==> src/common/logger_pkg.sv <==
// logger package: register map, config field positions, sample layout and the command word
`default_nettype none

package logger_pkg;

    localparam int GPIO_N       = 10;                // external inputs
    localparam int CTRL_ADDR_W  = 7;                 // control address register

    localparam logic [CTRL_ADDR_W-1:0] LOGGER_CONFIG   = 7'd3;
    localparam logic [1:0]             LOGGER_PAGE_MSG = 2'd2;   // 'h40..'h5f, top two address bits

    localparam int MSG_WORDS    = 4;                 // software message words

    localparam int CONF_GPS     = 7;                 // enable for gps field 6:3
    localparam int CONF_MSG     = 13;                // enable for msg field 12:8
    localparam int CONF_EN      = 20;                // enable for log-off bit 19

    localparam logic [7:0] DENOISE_COUNT = 8'd255;   // 256 stable cycles to accept a pps edge

    localparam int NUM_CHN      = 2;                 // 0 - pps, 1 - message
    localparam int CHN_W        = $clog2(NUM_CHN);

    localparam int SAMPLE_WORDS      = 7;            // chn, ts lo, ts hi, 4 data
    localparam int SAMPLE_DATA_WORDS = 4;
    localparam int TS_BYTES          = 4;            // local timestamp, lsb first
    localparam int SAMPLE_CNT_W      = 24;

    // one command data word, read either as a message word or as config fields
    typedef union packed {
        logic [31:0] raw;                            // message word in 15:0
        struct packed {
            logic [10:0] rsv_hi;                     // 31:21
            logic        en_we;                      // 20
            logic        log_off;                    // 19
            logic [4:0]  rsv_mid;                    // 18:14
            logic        msg_we;                     // 13
            logic        msg_inv;                    // 12
            logic [3:0]  msg_sel;                    // 11:8, 15 - off
            logic        gps_we;                     // 7
            logic        gps_rsv;                    // 6, was nmea mode
            logic        gps_inv;                    // 5
            logic [1:0]  gps_sel;                    // 4:3, 0/3 - off
            logic [2:0]  rsv_lo;                     // 2:0, imu config in the full logger
        } cfg;
    } cmd_word_u;

endpackage

`default_nettype wire

==> src/common/logger_chan_if.sv <==
// logger channel link: timestamp request, data ready, next-word strobe and read data
`timescale 1ns/1ps
`default_nettype none

interface logger_chan_if;

    logic        ts_rq;                              // single cycle, asks for a timestamp
    logic        rdy;                                // level, channel has a sample to log
    logic        nxt;                                // single cycle, word taken
    logic [15:0] rdata;                              // current data word

    modport source (
        output ts_rq, rdy, rdata,
        input  nxt
    );

    modport arbiter (
        input  ts_rq, rdy, rdata,
        output nxt
    );

endinterface

`default_nettype wire

==> src/arbiter/logger_arbiter.sv <==
// logger arbiter: timestamp requests, channel choice, seven-word sample output and counter
`timescale 1ns/1ps
`default_nettype none

module logger_arbiter
    import logger_pkg::*;
(
    input  logic                    xclk,
    input  logic                    config_rst,
    input  logic                    i_log_off,
    input  logic                    i_ts_stb,
    input  logic [7:0]              i_ts_data,
    logger_chan_if.arbiter          chn_pps,
    logger_chan_if.arbiter          chn_msg,
    output logic                    o_ts_snap,
    output logic [15:0]             o_data,
    output logic                    o_data_stb,
    output logic [SAMPLE_CNT_W-1:0] o_sample_count
);

    logic [NUM_CHN-1:0] ts_rq_in;
    logic [NUM_CHN-1:0] rq_long;                     // request held until granted
    logic [NUM_CHN-1:0] grant;
    logic [NUM_CHN-1:0] granted;                     // timestamp stored, sample pending
    logic [NUM_CHN-1:0] rdy;
    logic [NUM_CHN-1:0] start_ok;
    logic [CHN_W-1:0]   pick;
    logic [CHN_W-1:0]   sel;                         // channel being logged
    logic [2:0]         wcnt;                        // word in sample
    logic               busy;
    logic               data_ph;
    logic               last;
    logic               clr;
    logic [15:0]        ts_word;
    logic [15:0]        chn_data;

    assign clr      = config_rst || i_log_off;
    assign ts_rq_in = {chn_msg.ts_rq, chn_pps.ts_rq};
    assign rdy      = {chn_msg.rdy, chn_pps.rdy};
    assign start_ok = granted & rdy;
    assign chn_data = sel[0] ? chn_msg.rdata : chn_pps.rdata;
    assign data_ph  = busy && (wcnt >= 3'(SAMPLE_WORDS - SAMPLE_DATA_WORDS));

    assign chn_pps.nxt = data_ph && !sel[0];         // advance after each data word
    assign chn_msg.nxt = data_ph && sel[0];

    always_comb begin
        pick = '0;
        for (int i = NUM_CHN - 1; i >= 0; i--) begin
            if (start_ok[i]) begin
                pick = CHN_W'(i);
            end
        end
    end

    always_ff @(posedge xclk) begin
        if (clr) begin
            rq_long <= '0;
            granted <= '0;
            busy    <= 1'b0;
            wcnt    <= 3'd0;
            sel     <= '0;
        end else begin
            rq_long <= (rq_long & ~grant) | ts_rq_in;
            granted <= granted | grant;
            if (!busy && |start_ok) begin
                busy          <= 1'b1;
                wcnt          <= 3'd0;
                sel           <= pick;
                granted[pick] <= 1'b0;               // timestamp consumed by this sample
            end else if (busy) begin
                wcnt <= wcnt + 3'd1;
                if (wcnt == 3'(SAMPLE_WORDS - 1)) begin
                    busy <= 1'b0;
                end
            end
        end
    end

    // registered output mux, one cycle behind the word counter
    always_ff @(posedge xclk) begin
        case (wcnt)
            3'd0:       o_data <= 16'(sel);
            3'd1, 3'd2: o_data <= ts_word;
            default:    o_data <= rdy[sel] ? chn_data : 16'h0;
        endcase
    end

    always_ff @(posedge xclk) begin
        if (clr) begin
            o_data_stb     <= 1'b0;
            last           <= 1'b0;
            o_sample_count <= '0;
        end else begin
            o_data_stb <= busy;
            last       <= busy && (wcnt == 3'(SAMPLE_WORDS - 1));
            if (last) begin
                o_sample_count <= o_sample_count + 1'b1;
            end
        end
    end

    ts_store u_ts_store (
        .xclk       (xclk),
        .config_rst (config_rst),
        .i_log_off  (i_log_off),
        .i_ts_rq    (rq_long),
        .i_ts_stb   (i_ts_stb),
        .i_ts_data  (i_ts_data),
        .i_rd_chn   (sel),
        .i_rd_hi    (wcnt == 3'd2),                  // word 2 - high half
        .o_ts_grant (grant),
        .o_ts_snap  (o_ts_snap),
        .o_rd_word  (ts_word)
    );

endmodule

`default_nettype wire

==> src/arbiter/ts_store.sv <==
// timestamp store: local time snapshot sequencer with one 32-bit slot per channel
`timescale 1ns/1ps
`default_nettype none

module ts_store
    import logger_pkg::*;
(
    input  logic               xclk,
    input  logic               config_rst,
    input  logic               i_log_off,
    input  logic [NUM_CHN-1:0] i_ts_rq,              // held until granted
    input  logic               i_ts_stb,             // one cycle before the bytes
    input  logic [7:0]         i_ts_data,            // lsb first
    input  logic [CHN_W-1:0]   i_rd_chn,
    input  logic               i_rd_hi,
    output logic [NUM_CHN-1:0] o_ts_grant,
    output logic               o_ts_snap,
    output logic [15:0]        o_rd_word
);

    logic [8*TS_BYTES-1:0]       slot [NUM_CHN];
    logic [NUM_CHN-1:0]          rq_m;
    logic [CHN_W-1:0]            pick;
    logic [CHN_W-1:0]            cur;                // channel being served
    logic [$clog2(TS_BYTES)-1:0] bcnt;
    logic                        busy;               // snapshot in flight
    logic                        recv;               // bytes arriving
    logic                        clr;

    assign clr  = config_rst || i_log_off;
    assign rq_m = i_ts_rq & ~o_ts_grant;             // request drops a cycle after grant

    always_comb begin
        pick = '0;
        for (int i = NUM_CHN - 1; i >= 0; i--) begin
            if (rq_m[i]) begin
                pick = CHN_W'(i);                    // lowest wins
            end
        end
    end

    always_ff @(posedge xclk) begin
        if (clr) begin
            busy       <= 1'b0;
            recv       <= 1'b0;
            bcnt       <= '0;
            o_ts_snap  <= 1'b0;
            o_ts_grant <= '0;
        end else begin
            o_ts_snap  <= 1'b0;
            o_ts_grant <= '0;
            if (!busy) begin
                if (|rq_m) begin
                    busy      <= 1'b1;
                    cur       <= pick;
                    o_ts_snap <= 1'b1;
                end
            end else if (!recv) begin
                if (i_ts_stb) begin
                    recv <= 1'b1;
                    bcnt <= '0;
                end
            end else begin
                bcnt <= bcnt + 1'b1;
                if (bcnt == TS_BYTES - 1) begin
                    busy            <= 1'b0;
                    recv            <= 1'b0;
                    o_ts_grant[cur] <= 1'b1;         // slot complete
                end
            end
        end
    end

    always_ff @(posedge xclk) begin
        if (recv) begin
            slot[cur][8*bcnt +: 8] <= i_ts_data;
        end
    end

    assign o_rd_word = i_rd_hi ? slot[i_rd_chn][8*TS_BYTES-1 -: 16] : slot[i_rd_chn][15:0];

endmodule

`default_nettype wire

==> src/source/event_logger.sv <==
// event logger top: command decoder, pps and message channels, arbiter with timestamp store
`timescale 1ns/1ps
`default_nettype none

module event_logger
    import logger_pkg::*;
(
    input  logic                    xclk,
    input  logic                    config_rst,      // sync, active high
    input  logic                    i_cmd_stb,
    input  logic                    i_cmd_a,
    input  logic [31:0]             i_cmd_data,
    input  logic [GPIO_N-1:0]       i_ext_di,
    input  logic                    i_ts_stb,
    input  logic [7:0]              i_ts_data,
    output logic                    o_ts_snap,       // take local time snapshot
    output logic [15:0]             o_data,
    output logic                    o_data_stb,
    output logic [SAMPLE_CNT_W-1:0] o_sample_count
);

    logic [1:0]  gps_sel;
    logic        gps_inv;
    logic [3:0]  msg_sel;
    logic        msg_inv;
    logic        log_off;
    logic        msg_we;
    logic [1:0]  msg_idx;
    logic [15:0] msg_word;

    logger_chan_if chn_pps ();                       // channel 0
    logger_chan_if chn_msg ();                       // channel 1

    logger_regs u_regs (
        .xclk       (xclk),
        .config_rst (config_rst),
        .i_cmd_stb  (i_cmd_stb),
        .i_cmd_a    (i_cmd_a),
        .i_cmd_data (i_cmd_data),
        .o_gps_sel  (gps_sel),
        .o_gps_inv  (gps_inv),
        .o_msg_sel  (msg_sel),
        .o_msg_inv  (msg_inv),
        .o_log_off  (log_off),
        .o_msg_we   (msg_we),
        .o_msg_idx  (msg_idx),
        .o_msg_word (msg_word)
    );

    pps_filter u_pps (
        .xclk       (xclk),
        .config_rst (config_rst),
        .i_ext_di   (i_ext_di),
        .i_gps_sel  (gps_sel),
        .i_gps_inv  (gps_inv),
        .i_log_off  (log_off),
        .chn        (chn_pps.source)
    );

    msg_channel u_msg (
        .xclk       (xclk),
        .config_rst (config_rst),
        .i_ext_di   (i_ext_di),
        .i_msg_sel  (msg_sel),
        .i_msg_inv  (msg_inv),
        .i_log_off  (log_off),
        .i_msg_we   (msg_we),
        .i_msg_idx  (msg_idx),
        .i_msg_word (msg_word),
        .chn        (chn_msg.source)
    );

    logger_arbiter u_arbiter (
        .xclk           (xclk),
        .config_rst     (config_rst),
        .i_log_off      (log_off),
        .i_ts_stb       (i_ts_stb),
        .i_ts_data      (i_ts_data),
        .chn_pps        (chn_pps.arbiter),
        .chn_msg        (chn_msg.arbiter),
        .o_ts_snap      (o_ts_snap),
        .o_data         (o_data),
        .o_data_stb     (o_data_stb),
        .o_sample_count (o_sample_count)
    );

endmodule

`default_nettype wire

==> src/source/logger_regs.sv <==
// logger command decoder: control address, config fields and message word writes
`timescale 1ns/1ps
`default_nettype none

module logger_regs
    import logger_pkg::*;
(
    input  logic        xclk,
    input  logic        config_rst,                  // sync, active high
    input  logic        i_cmd_stb,                   // one write per cycle
    input  logic        i_cmd_a,                     // 1 - address, 0 - data
    input  logic [31:0] i_cmd_data,
    output logic [1:0]  o_gps_sel,                   // 1 - gpio 3, 2 - gpio 5, else off
    output logic        o_gps_inv,
    output logic [3:0]  o_msg_sel,                   // gpio index, 15 - off
    output logic        o_msg_inv,
    output logic        o_log_off,
    output logic        o_msg_we,
    output logic [1:0]  o_msg_idx,
    output logic [15:0] o_msg_word
);

    cmd_word_u              cmd;
    logic [CTRL_ADDR_W-1:0] ctrl_addr;
    logic                   data_we;
    logic                   cfg_we;
    logic                   page_we;

    assign cmd     = cmd_word_u'(i_cmd_data);
    assign data_we = i_cmd_stb && !i_cmd_a;
    assign cfg_we  = data_we && (ctrl_addr == LOGGER_CONFIG);
    assign page_we = data_we && (ctrl_addr[CTRL_ADDR_W-1 -: 2] == LOGGER_PAGE_MSG);

    always_ff @(posedge xclk) begin
        if (config_rst) begin
            ctrl_addr <= '0;
        end else if (i_cmd_stb && i_cmd_a) begin
            ctrl_addr <= i_cmd_data[CTRL_ADDR_W-1:0];
        end else if (page_we && (ctrl_addr[4:0] != 5'h1f)) begin
            ctrl_addr[4:0] <= ctrl_addr[4:0] + 5'd1; // no roll over past page end
        end
    end

    // each field is written only when its enable bit is set in the same word
    always_ff @(posedge xclk) begin
        if (config_rst) begin
            o_gps_sel <= 2'd0;                       // off
            o_gps_inv <= 1'b0;
            o_msg_sel <= 4'hf;                       // off
            o_msg_inv <= 1'b0;
            o_log_off <= 1'b0;
        end else if (cfg_we) begin
            if (cmd.raw[CONF_GPS]) begin
                o_gps_sel <= cmd.cfg.gps_sel;
                o_gps_inv <= cmd.cfg.gps_inv;
            end
            if (cmd.raw[CONF_MSG]) begin
                o_msg_sel <= cmd.cfg.msg_sel;
                o_msg_inv <= cmd.cfg.msg_inv;
            end
            if (cmd.raw[CONF_EN]) begin
                o_log_off <= cmd.cfg.log_off;
            end
        end
    end

    always_ff @(posedge xclk) begin
        if (config_rst) begin
            o_msg_we <= 1'b0;
        end else begin
            o_msg_we <= page_we;
        end
    end

    always_ff @(posedge xclk) begin
        if (page_we) begin
            o_msg_idx  <= ctrl_addr[1:0];            // word within message
            o_msg_word <= cmd.raw[15:0];
        end
    end

endmodule

`default_nettype wire

==> src/source/msg_channel.sv <==
// message channel: trigger select, edge detect and the software-written message buffer
`timescale 1ns/1ps
`default_nettype none

module msg_channel
    import logger_pkg::*;
(
    input  logic              xclk,
    input  logic              config_rst,
    input  logic [GPIO_N-1:0] i_ext_di,
    input  logic [3:0]        i_msg_sel,             // 15 - off
    input  logic              i_msg_inv,
    input  logic              i_log_off,
    input  logic              i_msg_we,
    input  logic [1:0]        i_msg_idx,
    input  logic [15:0]       i_msg_word,
    logger_chan_if.source     chn
);

    logic [15:0]                  ext16;             // inputs padded to the select range
    logic                         trig;
    logic                         trig_d;
    logic [15:0]                  msg_mem [MSG_WORDS];
    logic [$clog2(MSG_WORDS)-1:0] rd_ptr;
    logic                         clr;

    assign clr   = config_rst || i_log_off;
    assign ext16 = 16'(i_ext_di);
    assign trig  = (i_msg_sel != 4'hf) && (ext16[i_msg_sel] ^ i_msg_inv);

    always_ff @(posedge xclk) begin
        if (i_msg_we) begin
            msg_mem[i_msg_idx] <= i_msg_word;
        end
    end

    // leading edge takes the time, trailing edge releases the message
    always_ff @(posedge xclk) begin
        if (clr) begin
            trig_d    <= 1'b0;
            chn.ts_rq <= 1'b0;
            chn.rdy   <= 1'b0;
            rd_ptr    <= '0;
        end else begin
            trig_d    <= trig;
            chn.ts_rq <= trig && !trig_d;
            if (!trig && trig_d) begin
                chn.rdy <= 1'b1;
                rd_ptr  <= '0;                       // start from word 0
            end else if (chn.nxt) begin
                rd_ptr <= rd_ptr + 1'b1;
                if (rd_ptr == MSG_WORDS - 1) begin
                    chn.rdy <= 1'b0;                 // all words taken
                end
            end
        end
    end

    assign chn.rdata = msg_mem[rd_ptr];

endmodule

`default_nettype wire

==> src/source/pps_filter.sv <==
// gps pps channel: input select, synchronizer, 256-cycle de-noise and pulse counter
`timescale 1ns/1ps
`default_nettype none

module pps_filter
    import logger_pkg::*;
(
    input  logic              xclk,
    input  logic              config_rst,
    input  logic [GPIO_N-1:0] i_ext_di,
    input  logic [1:0]        i_gps_sel,
    input  logic              i_gps_inv,
    input  logic              i_log_off,
    logger_chan_if.source     chn
);

    logic        pulse;                              // selected, inverted input
    logic [2:0]  sync;
    logic [7:0]  dn_cnt;                             // cycles left before accepting a change
    logic        state;                              // filtered pps level
    logic        state_d;
    logic        rise;
    logic [15:0] pulse_cnt;
    logic        clr;

    assign clr = config_rst || i_log_off;

    always_comb begin
        case (i_gps_sel)
            2'd1:    pulse = i_ext_di[3] ^ i_gps_inv;
            2'd2:    pulse = i_ext_di[5] ^ i_gps_inv;
            default: pulse = 1'b0;                   // disabled, no inversion either
        endcase
    end

    always_ff @(posedge xclk) begin
        if (clr) begin
            sync    <= 3'b0;
            dn_cnt  <= DENOISE_COUNT;
            state   <= 1'b0;
            state_d <= 1'b0;
            rise    <= 1'b0;
        end else begin
            sync <= {sync[1:0], pulse};
            if (sync[2] == state) begin
                dn_cnt <= DENOISE_COUNT;             // glitch restarts the wait
            end else begin
                dn_cnt <= dn_cnt - 8'd1;
            end
            if (dn_cnt == 8'd0) begin
                state <= sync[2];
            end
            state_d <= state;
            rise    <= state && !state_d;
        end
    end

    always_ff @(posedge xclk) begin
        if (clr) begin
            chn.ts_rq <= 1'b0;
            chn.rdy   <= 1'b0;
        end else begin
            chn.ts_rq <= rise;                       // two cycles after filtered rise
            if (rise) begin
                chn.rdy <= 1'b1;
            end else if (chn.nxt) begin
                chn.rdy <= 1'b0;                     // only word 0 carries the count
            end
        end
    end

    always_ff @(posedge xclk) begin
        if (config_rst) begin
            pulse_cnt <= 16'd0;
        end else if (rise) begin
            pulse_cnt <= pulse_cnt + 16'd1;
        end
    end

    assign chn.rdata = pulse_cnt;

endmodule

`default_nettype wire

==> config.mk <==
export PLATFORM = sky130hd
export DESIGN_NAME = event_logger
export DESIGN_NICKNAME = d
export VERILOG_FILES = /design/src/common/logger_pkg.sv /design/src/common/logger_chan_if.sv /design/src/arbiter/logger_arbiter.sv /design/src/arbiter/ts_store.sv /design/src/source/event_logger.sv /design/src/source/logger_regs.sv /design/src/source/msg_channel.sv /design/src/source/pps_filter.sv
export SDC_FILE = /design/constraint.sdc
export NUM_CORES = 1
export LEC_CHECK = 0
export BUFFER_PORTS_ARGS = -buffer_cell sky130_fd_sc_hd__buf_2
export CAP_MARGIN = 20
export CORE_UTILIZATION = 50
export DETAILED_ROUTE_END_ITERATION = 10
export GPL_ROUTABILITY_DRIVEN = 0
export PLACE_DENSITY = 0.71
export SLEW_MARGIN = 5
export SYNTH_ARGS = -nofsm -noshare
export SYNTH_HDL_FRONTEND = slang
export SYNTH_SLANG_ARGS = --single-unit
==> constraint.sdc <==
create_clock -name xclk -period 7.2 [get_ports xclk]
set_clock_uncertainty 0.2 [all_clocks]
set_input_delay 1.44 -clock xclk [delete_from_list [all_inputs] [get_ports xclk]]
set_output_delay 1.44 -clock xclk [all_outputs]
set_load 0.01 [all_outputs]
==> results.md, run 1 <==
* GRT Util Overall at 18.8%
* DRT Pass-1 Iters at 5
* Die Area at 21600 um^2
* Crit path kind: in2reg
* Final Cycle Share at 42.1%
* Async SR Flop Fraction at 0%
* Layout overhead on the synthesized area at 14.5%
* Clock period minus worst slack at 3.03 ns
* CTS sink count at 262
* Hold bufs inserted after CTS at 0
* R2R Path Start: u_arbiter.wcnt[0]$_SDFFE_PP0P_
* Data arrival, critical path at 3.28 ns
* CP max stage delay at 0.81 ns
* Final Hold Fails at 0
* Initial core utilization at 51.5%
* Crit path launch: config_rst
* Area after DPL at 11200 um^2
* Max_cap viols at 0
* Top post-synthesis cells by area: edfxtp_1 42%, dfxtp_1 22%, mux4_2 6.6%, mux2i_1 2.9%, nor2_1 2.7%
* Post-route ant nets at 0
* Post-Syn Area at 10500 um^2
* Via/cell ratio at 5.39
* Crit path capture: u_pps.dn_cnt[4]$_SDFF_PP1_
* GRT met2 Usage at 31.5%
* Htree depth at 1
* PostCTS Resize Cnt at 0
* Final Worst Setup Slack at 4.17 ns
* Ports at 97
* Met3 Use GR at 3.01%
* WL/cell at 16.8 um
* Yosys Warn Count at 0
* Seq cells post-synth at 262
* Die X at 147 um
* CTS clk-pin slew, worst paths at 0.06 ns
* Layout cells sized above 1 at 19.8%
* Min Hold Slack at 0.181 ns
* RSZ-0062 raised after global routing: false
* Met1 Track Usage GR at 25.7%
* Critical path peak fanout at 45
* Busiest grt layer: met2
* Buffer and inverter count on the worst path at 1
* Final core occ at 58.9%
* Syn avg cell area at 13.3 um^2
* Vias in the first global route at 6253
* Final instance count without filler cells at 1162
* Crit path max-delay cell type: or2_2
* Slew Limit Headroom at 35.3%
* Cells after DPL at 1114
* Routed wire length at 19600 um
* Post-synthesis cell type count at 59
* Filler Cells Inserted at 1631
* Sequential element share of the synthesized area at 63.9%
* Clk buf depth at 3
* Via count at 6268
* VDD IR max at 0.167 mV
* Crit. End Element: register
* Setup bufs post-CTS at 0
* Synth top cells by count: 147 x edfxtp_1, 115 x dfxtp_1, 76 x nor2_1
* TNS Setup at 0 ns
* Global-route wire length before repair at 32200 um
* Actual slew at the worst max-slew pin at 0.969 ns
* I/O Buffers at 82
* Pre-CTS setup slack at 3.60 ns
* Crit start category: input pin
* Initial DRC count at 387
* Worst R2R Setup Slack at 4.76 ns
* N_diodes at 0
* Total global routing overflow at 0
* Post-route DRC at 0
* Fmax achieved at 330 MHz
* Die Ht at 147 um
* Setup violations, final at 0
* Mapped Cells at 789
* Design Area, Final at 12000 um^2
* CTS root buf: clkbuf_16
* Delay-heaviest family, CP: simple AND/OR/NAND/NOR gates
* Net count reported at finish at 947
* PD cells at 246 nW/um^2
* Worst R2R End: u_arbiter.o_data[11]$_DFF_P_
* Worst-skew pair later-pin latency at 0.52 ns
* Row count at 52
* Leak Pwr at 4.34 nW
* Number of synthesized flops with an enable pin at 147
* Most common cell in the synthesized netlist: edfxtp_1
* Worst min path class: reg2reg
* Cts bufs inserted at 27
* Largest area contributor in the netlist: edfxtp_1
* Core Box Area at 20400 um^2
* Initial antenna violation count at 0
* WP data required at 7.45 ns
* CP Cell Sequence: buf_2 -> or2_2 -> nor2_1 -> o21ai_0
* Max Slew Vio Count at 0
* Total power at 2.97 mW
* CTS tree: built
* FF-to-FF path depth at 6
* DP Wirelength at 13300 um
* Largest net degree at the start of global routing at 46
* Levels on crit path at 4
* Syn nets at 862
* Area share of the largest cell type after synthesis at 42.0%
* Main synth FF type: edfxtp_1
* Status: complete, no violations
-- routing by layer --
layer | share of wire (%) | vias to the layer above | wire, um
met5 | 0 | - | 0
met4 | 1.3 | 0 | 252
met3 | 4.7 | 24 | 910
met2 | 47 | 148 | 9280
met1 | 47 | 3035 | 9110
li1 | - | 3061 | -
-- area by class of cell --
| type | count | area, um^2 | area share (%) |
|---|---|---|---|
| Sequential cell | 262 | 6720 | 55.8 |
| Multi-Input combinational cell | 479 | 3590 | 29.9 |
| Clock buffer | 34 | 712 | 5.91 |
| Timing Repair Buffer | 87 | 455 | 3.78 |
| Tap cell | 270 | 338 | 2.81 |
| Clock inverter | 13 | 159 | 1.32 |
| Inverter | 17 | 63.8 | 0.530 |
-- report_power, final --
part | switching (mW) | total, mW | internal, mW | leakage [nW]
clock network | 0.542 | 1.35 | 0.808 | 0.423
registers | 0.00353 | 1.58 | 1.57 | 2.30
logic | 0.0245 | 0.0395 | 0.0150 | 1.62
-- sequential cells by signal, indices dropped and copies added, names as in the netlist, 3 cells and up, named ones only --
signal / flops
u_pps.sync: 3
u_arbiter.wcnt: 3
u_regs.o_msg_word: 16
u_arbiter.o_sample_count: 24
u_arbiter.u_ts_store.slot: 64
u_regs.ctrl_addr: 7
u_regs.o_msg_sel: 4
u_arbiter.o_data: 16
u_pps.chn.rdata: 16
u_pps.dn_cnt: 8
u_msg.msg_mem: 64
-- layout by cell type, fill, tap and decap left out, drive strengths merged, types with 4 or more instances in the layout --
| cell | instances |
|---|---|
| a211o | 5 |
| a211oi | 4 |
| a21oi | 17 |
| and2 | 38 |
| and3 | 16 |
| and4 | 5 |
| buf | 87 |
| clkbuf | 34 |
| clkinv | 9 |
| dfxtp | 115 |
| edfxtp | 147 |
| ha | 18 |
| inv | 17 |
| mux2i | 30 |
| mux4 | 31 |
| nand2 | 60 |
| nand3 | 24 |
| nand4 | 17 |
| nor2 | 78 |
| nor2b | 5 |
| nor3 | 15 |
| nor3b | 6 |
| nor4 | 5 |
| o21ai | 27 |
| xnor2 | 19 |
| xor2 | 27 |
-- how the worst min path moves through the flow --
stage,to,cells after the start,from
detailed placement,u_pps.rise$_SDFF_PP0_,1,u_pps.state_d$_SDFF_PP0_
global placement,u_pps.rise$_SDFF_PP0_,1,u_pps.state_d$_SDFF_PP0_
global route,u_pps.rise$_SDFF_PP0_,1,u_pps.state_d$_SDFF_PP0_
finish,u_pps.rise$_SDFF_PP0_,1,u_pps.state_d$_SDFF_PP0_
floorplan,u_pps.rise$_SDFF_PP0_,1,u_pps.state_d$_SDFF_PP0_
CTS,u_pps.rise$_SDFF_PP0_,1,u_pps.state_d$_SDFF_PP0_
-- logic make-up after synthesis --
family	count (synthesis)	synth area share, %
AOI/OAI and AO/OA	69	4.08
buffers and inverters	48	2.01
adders and majority gates	18	2.14
xor gates and xnor gates	46	3.83
muxes	64	9.82
DFF	262	63.9
and+or+nand+nor	282	14.2
(Power assumes the default switching activity.)
==> inputs of run 2 (changes only) <==
==> constraint.sdc (replaced) <==
create_clock -name xclk -period 2.81 [get_ports xclk]
set_clock_uncertainty 0.2 [all_clocks]
set_input_delay 0.562 -clock xclk [delete_from_list [all_inputs] [get_ports xclk]]
set_output_delay 0.562 -clock xclk [all_outputs]
set_load 0.01 [all_outputs]
==> run 2 against run 1 <==
  * Design area increased by 0.47%
  * Clock-buffer cell count increased by 2
  * Sequential share of layout area decreased by 0.26 points
  * Non-clock buffer count increased by 14
  * Via count increased by 0.59%
  * First-iteration DRC count decreased by 15%
==> results.md, run 2 (same netlist as run 1, synthesis figures left out) <==
* Initial core utilization at 51.5%
* Final Worst Setup Slack at 0.756 ns
* Routed wire length at 19900 um
* Clk buf depth at 3
* RSZ-0062 raised after global routing: false
* GRT Util Overall at 18.8%
* Setup violations, final at 0
* Worst R2R Setup Slack at 0.76 ns
* Die Ht at 147 um
* Via/cell ratio at 5.35
* R2R Path Start: u_arbiter.o_sample_count[0]$_SDFFE_PP0P_
* Cts bufs inserted at 27
* Final Cycle Share at 73.1%
* Actual slew at the worst max-slew pin at 0.836 ns
* PostCTS Resize Cnt at 0
* I/O Buffers at 82
* Cells after DPL at 1128
* Layout overhead on the synthesized area at 15.1%
* Leak Pwr at 4.40 nW
* CTS clk-pin slew, worst paths at 0.06 ns
* Hold bufs inserted after CTS at 0
* PD cells at 615 nW/um^2
* Global-route wire length before repair at 32100 um
* Ports at 97
* Min-delay src: i_cmd_data[14]
* Max_cap viols at 0
* Clock period minus worst slack at 2.05 ns
* CTS sink count at 262
* Vias in the first global route at 6143
* Worst min path class: in2reg
* WP data required at 3.01 ns
* Post-route DRC at 0
* Regs by FF count: u_arbiter.u_ts_store.slot (64), u_msg.msg_mem (64), u_arbiter.o_sample_count (24)
* VDD IR max at 0.394 mV
* Row count at 52
* Delay-heaviest family, CP: simple AND/OR/NAND/NOR gates
* Net count reported at finish at 961
* CP Cell Sequence: ha_1 -> nand2_1 -> nor4_2 -> nand3_1 -> xor2_1 -> nor2_1
* Htree depth at 1
* Area after DPL at 11300 um^2
* TNS Setup at 0 ns
* Max Slew Vio Count at 0
* Status: complete, no violations
* Critical path peak fanout at 6
* N_diodes at 0
* Most common cell after layout, fill and taps aside: edfxtp_1
* Die Area at 21600 um^2
* Hold Path Depth at 1
* Most frequent cells in the layout: 147 x edfxtp_1, 115 x dfxtp_1, 82 x buf_2, 76 x nor2_1, 60 x nand2_1
* Final Hold Fails at 0
* Fmax achieved at 487 MHz
* WL/cell at 16.9 um
* Largest net degree at the start of global routing at 36
* Worst-skew pair later-pin latency at 0.52 ns
* Hold Path Sink: u_regs.o_msg_word[14]$_DFFE_PP_
* Layout cells sized above 1 at 21.1%
* Crit path max-delay cell type: nor4_2
* Setup bufs post-CTS at 0
* Buffer and inverter count on the worst path at 0
* Pre-CTS setup slack at 0.326 ns
* Initial DRC count at 330
* CP max stage delay at 0.55 ns
* Crit. End Element: register
* Post-route ant nets at 0
* DP Wirelength at 13600 um
* Slew Limit Headroom at 44.3%
* Worst R2R End: u_arbiter.o_sample_count[18]$_SDFFE_PP0P_
* Crit path kind: reg2reg
* Design Area, Final at 12100 um^2
* CTS root buf: clkbuf_16
* Initial antenna violation count at 0
* Data arrival, critical path at 2.25 ns
* DRT Pass-1 Iters at 5
* FF-to-FF path depth at 6
* Core Box Area at 20400 um^2
* Final core occ at 59.2%
* Final instance count without filler cells at 1178
* CTS tree: built
* Die X at 147 um
* Total global routing overflow at 0
* Crit start category: register
* Via count at 6305
-- run 2: cell count changes in the layout (fill, tap and decap cells not counted) --
cell / previous run / this run
clkbuf_1: 6 / 4
nor2_2: 3 / 1
inv_6: 0 / 2
clkbuf_8: 1 / 5
buf_8: 1 / 0
clkinv_8: 1 / 0
clkinv_4: 2 / 1
buf_4: 4 / 19
clkinv_2: 4 / 6
clkinv_1: 2 / 3
nor2_1: 74 / 76
bufinv_16: 3 / 0
-- run 2: worst max-delay path by stage --
stage	start	end	slack, ns	cells after the start
final	u_arbiter.o_sample_count[0]$_SDFFE_PP0P_	u_arbiter.o_sample_count[18]$_SDFFE_PP0P_	0.76	6
after global routing	u_arbiter.o_sample_count[0]$_SDFFE_PP0P_	u_arbiter.o_sample_count[16]$_SDFFE_PP0P_	0.62	6
after CTS	u_arbiter.wcnt[0]$_SDFFE_PP0P_	u_arbiter.o_data[15]$_DFF_P_	0.30	6
after detailed placement	u_arbiter.wcnt[0]$_SDFFE_PP0P_	u_arbiter.o_data[3]$_DFF_P_	0.33	6
after global placement	u_arbiter.wcnt[0]$_SDFFE_PP0P_	u_arbiter.o_data[9]$_DFF_P_	0.41	6
after floorplan	u_regs.o_msg_idx[1]$_DFFE_PP_	u_msg.msg_mem[0][0]$_DFFE_PP_	0.52	1
-- run 2: where the power goes --
group	switching [mW]	leakage (nW)	total (mW)	internal (mW)
Combinational	0.0624	1.69	0.104	0.0417
Clock	1.40	0.415	3.30	1.90
Sequential	0.00920	2.30	4.04	4.03
Total	1.47	4.40	7.44	5.97
-- run 2: area by class of cell --
class / count / area, um^2
Timing Repair Buffer: 101 / 553
Clock inverter: 13 / 75.1
Inverter: 17 / 63.8
Multi-Input combinational cell: 479 / 3590
Clock buffer: 36 / 759
Sequential cell: 262 / 6720
Tap cell: 270 / 338
Fill cell: 1610 / 8340
-- run 2: routing by layer --
layer | routed length (um) | GRT usage (%)
met1 | 9270 | 26.4
met2 | 9340 | 30.8
met5 | 0 | 0
met3 | 993 | 2.86
met4 | 346 | 4.85
-- run 2: metrics by stage --
| stage | total power [mW] | hold WS, ns |
|---|---|---|
| 6_report | 7.44 | 0.0257 |
| 5_1_grt | 7.68 | 0.00920 |
| 4_1_cts | 7.52 | 0.00859 |
| 3_5_place_dp | 4.22 | 0.190 |
| 3_3_place_gp | 4.22 | 0.173 |
| 2_1_floorplan | 4.16 | 0.167 |
==> inputs of run 3 (changes only) <==
--- a/config.mk
+++ b/config.mk
@@ -10,7 +10,7 @@
 export CORE_UTILIZATION = 50
 export DETAILED_ROUTE_END_ITERATION = 10
 export GPL_ROUTABILITY_DRIVEN = 0
-export PLACE_DENSITY = 0.71
+export PLACE_DENSITY = 0.74
 export SLEW_MARGIN = 5
 export SYNTH_ARGS = -nofsm -noshare
 export SYNTH_HDL_FRONTEND = slang
==> constraint.sdc (replaced) <==
create_clock -name xclk -period 1.7 [get_ports xclk]
set_clock_uncertainty 0.2 [all_clocks]
set_input_delay 0.34 -clock xclk [delete_from_list [all_inputs] [get_ports xclk]]
set_output_delay 0.34 -clock xclk [all_outputs]
set_load 0.01 [all_outputs]
==> run 3 against run 2 <==
  * The flow now finishes with violations (setup timing)
  * Clock power is 76% higher
  * Register-to-register slack worse by 0.90 ns
  * Critical path depth up 1
==> results.md, run 3 (same netlist as run 1, synthesis figures left out) <==
* Status: complete, but fails checks
* Failing checks: setup timing
* Final Worst Setup Slack at -0.147 ns
* Critical path peak fanout at 5
* Die X at 147 um
* Die Ht at 147 um
* I/O Buffers at 82
* WP data required at 1.95 ns
* Largest net degree at the start of global routing at 33
* TNS Setup at -1.22 ns
* CP Cell Sequence: ha_4 -> and3_4 -> ha_4 -> nor2_4 -> nand4_1 -> or2_4 -> a31oi_4
* RSZ-0062 raised after global routing: true
* Max_cap viols at 0
* CTS clk-pin slew, worst paths at 0.06 ns
* Leak Pwr at 5.06 nW
* Most frequent cells in the layout: 147 x edfxtp_1, 96 x dfxtp_1, 77 x buf_2, 76 x buf_4, 71 x nor2_1
* Crit. End Element: register
* Via count at 6999
* Max Slew Vio Count at 0
* Initial antenna violation count at 0
* Die Area at 21600 um^2
* Fmax achieved at 541 MHz
* Crit path max-delay cell type: dfxtp_2
* CTS sink count at 262
* Net count reported at finish at 1068
* N_diodes at 0
* CTS tree: built
* DP Wirelength at 14600 um
* Row count at 52
* Ports at 97
* Clock period minus worst slack at 1.85 ns
* Actual slew at the worst max-slew pin at 0.421 ns
* Layout cells sized above 1 at 33.9%
* Post-route ant nets at 0
* Worst min path class: in2reg
* DRT Pass-1 Iters at 5
* CTS root buf: clkbuf_16
* Clk buf depth at 3
* Most common cell after layout, fill and taps aside: edfxtp_1
* Final Cycle Share at 109%
* Initial core utilization at 51.5%
* Final Hold Fails at 0
* Total global routing overflow at 0
* Crit start category: register
* Data arrival, critical path at 2.10 ns
* CP max stage delay at 0.33 ns
* Post-route DRC at 0
* Htree depth at 1
* VDD IR max at 0.633 mV
* Global-route wire length before repair at 36700 um
* WL/cell at 18.3 um
* Core Box Area at 20400 um^2
* Crit path kind: reg2reg
* Most frequent CP cell: ha_4
* Initial DRC count at 504
* Regs by FF count: u_arbiter.u_ts_store.slot (64), u_msg.msg_mem (64), u_arbiter.o_sample_count (24)
* Worst R2R Setup Slack at -0.15 ns
* PD cells at 938 nW/um^2
* Routed wire length at 23500 um
* Slew Limit Headroom at 71.9%
* Total power at 12.8 mW
* Worst-skew pair later-pin latency at 0.53 ns
* Via/cell ratio at 5.45
* GRT Util Overall at 21.9%
* Setup violations, final at 24
* Cts bufs inserted at 27
* Vias in the first global route at 6972
* Layout overhead on the synthesized area at 29.6%
* Min Hold Slack at 0.0650 ns
* Final core occ at 66.7%
==> run 3: what timing repair did <==
| action | 4_1_cts | 5_1_grt |
|---|---|---|
| pin swaps | 10 | 22 |
| endpoints found under the setup margin | 92 | 118 |
| gates cloned | 0 | 1 |
| endpoints found under the hold margin | 95 | 0 |
| buffers inserted | 4 | 6 |
| gates resized for setup | 51 | 69 |
| hold buffers | 29 | 0 |
==> run 3: cell type report <==
cell class,count,area (um^2)
fillers,1410,6800
flip-flops and latches,262,6750
multi-input cells,479,3980
repair buffers,208,1630
clock buffers,34,702
well taps,270,338
clock inverters,14,165
inverters,17,63.8
==> run 3: critical path: cells and delay by family (launching register included) <==
kind | cells | cell delay [ns]
DFF | 1 | 0.33
and+or+nand+nor | 4 | 0.80
adders and majority gates | 2 | 0.32
AOI/OAI and AO/OA | 1 | 0.12
==> run 3: final timing paths <==
kind                                     from  cells past startpoint                                to
max          u_regs.ctrl_addr[1]$_SDFFE_PP0P_                      7  u_regs.ctrl_addr[3]$_SDFFE_PP0P_
min                                   i_cmd_a                      4  u_regs.ctrl_addr[5]$_SDFFE_PP0P_
max reg2reg  u_regs.ctrl_addr[1]$_SDFFE_PP0P_                      7  u_regs.ctrl_addr[3]$_SDFFE_PP0P_
min reg2reg          u_pps.state_d$_SDFF_PP0_                      1             u_pps.rise$_SDFF_PP0_
==> run 3: power by group <==
group	total, mW	leakage, nW	internal, mW	switching, mW
Sequential	6.67	2.30	6.65	0.0176
Combinational	0.290	2.34	0.146	0.144
Clock	5.82	0.421	3.51	2.31
==> run 3: metal layers <==
layer	wire (um)	global-route usage [%]	vias to the layer above
met5	0	0	-
met4	902	9.23	0
met3	1360	3.51	54
met2	11800	37.4	232
met1	9410	27.6	3410
li1	-	-	3303
==> run 3: stage by stage <==
stage / worst slack (ns) / instance area [um^2] / std cells
finish: -0.147 / 13600 / 1284
global route: -0.191 / 13600 / 1284
CTS: -0.0669 / 13300 / 1278
detailed placement: -0.387 / 11900 / 1197
global placement: -0.376 / 11900 / 1197
floorplan: -0.0593 / 10600 / 789
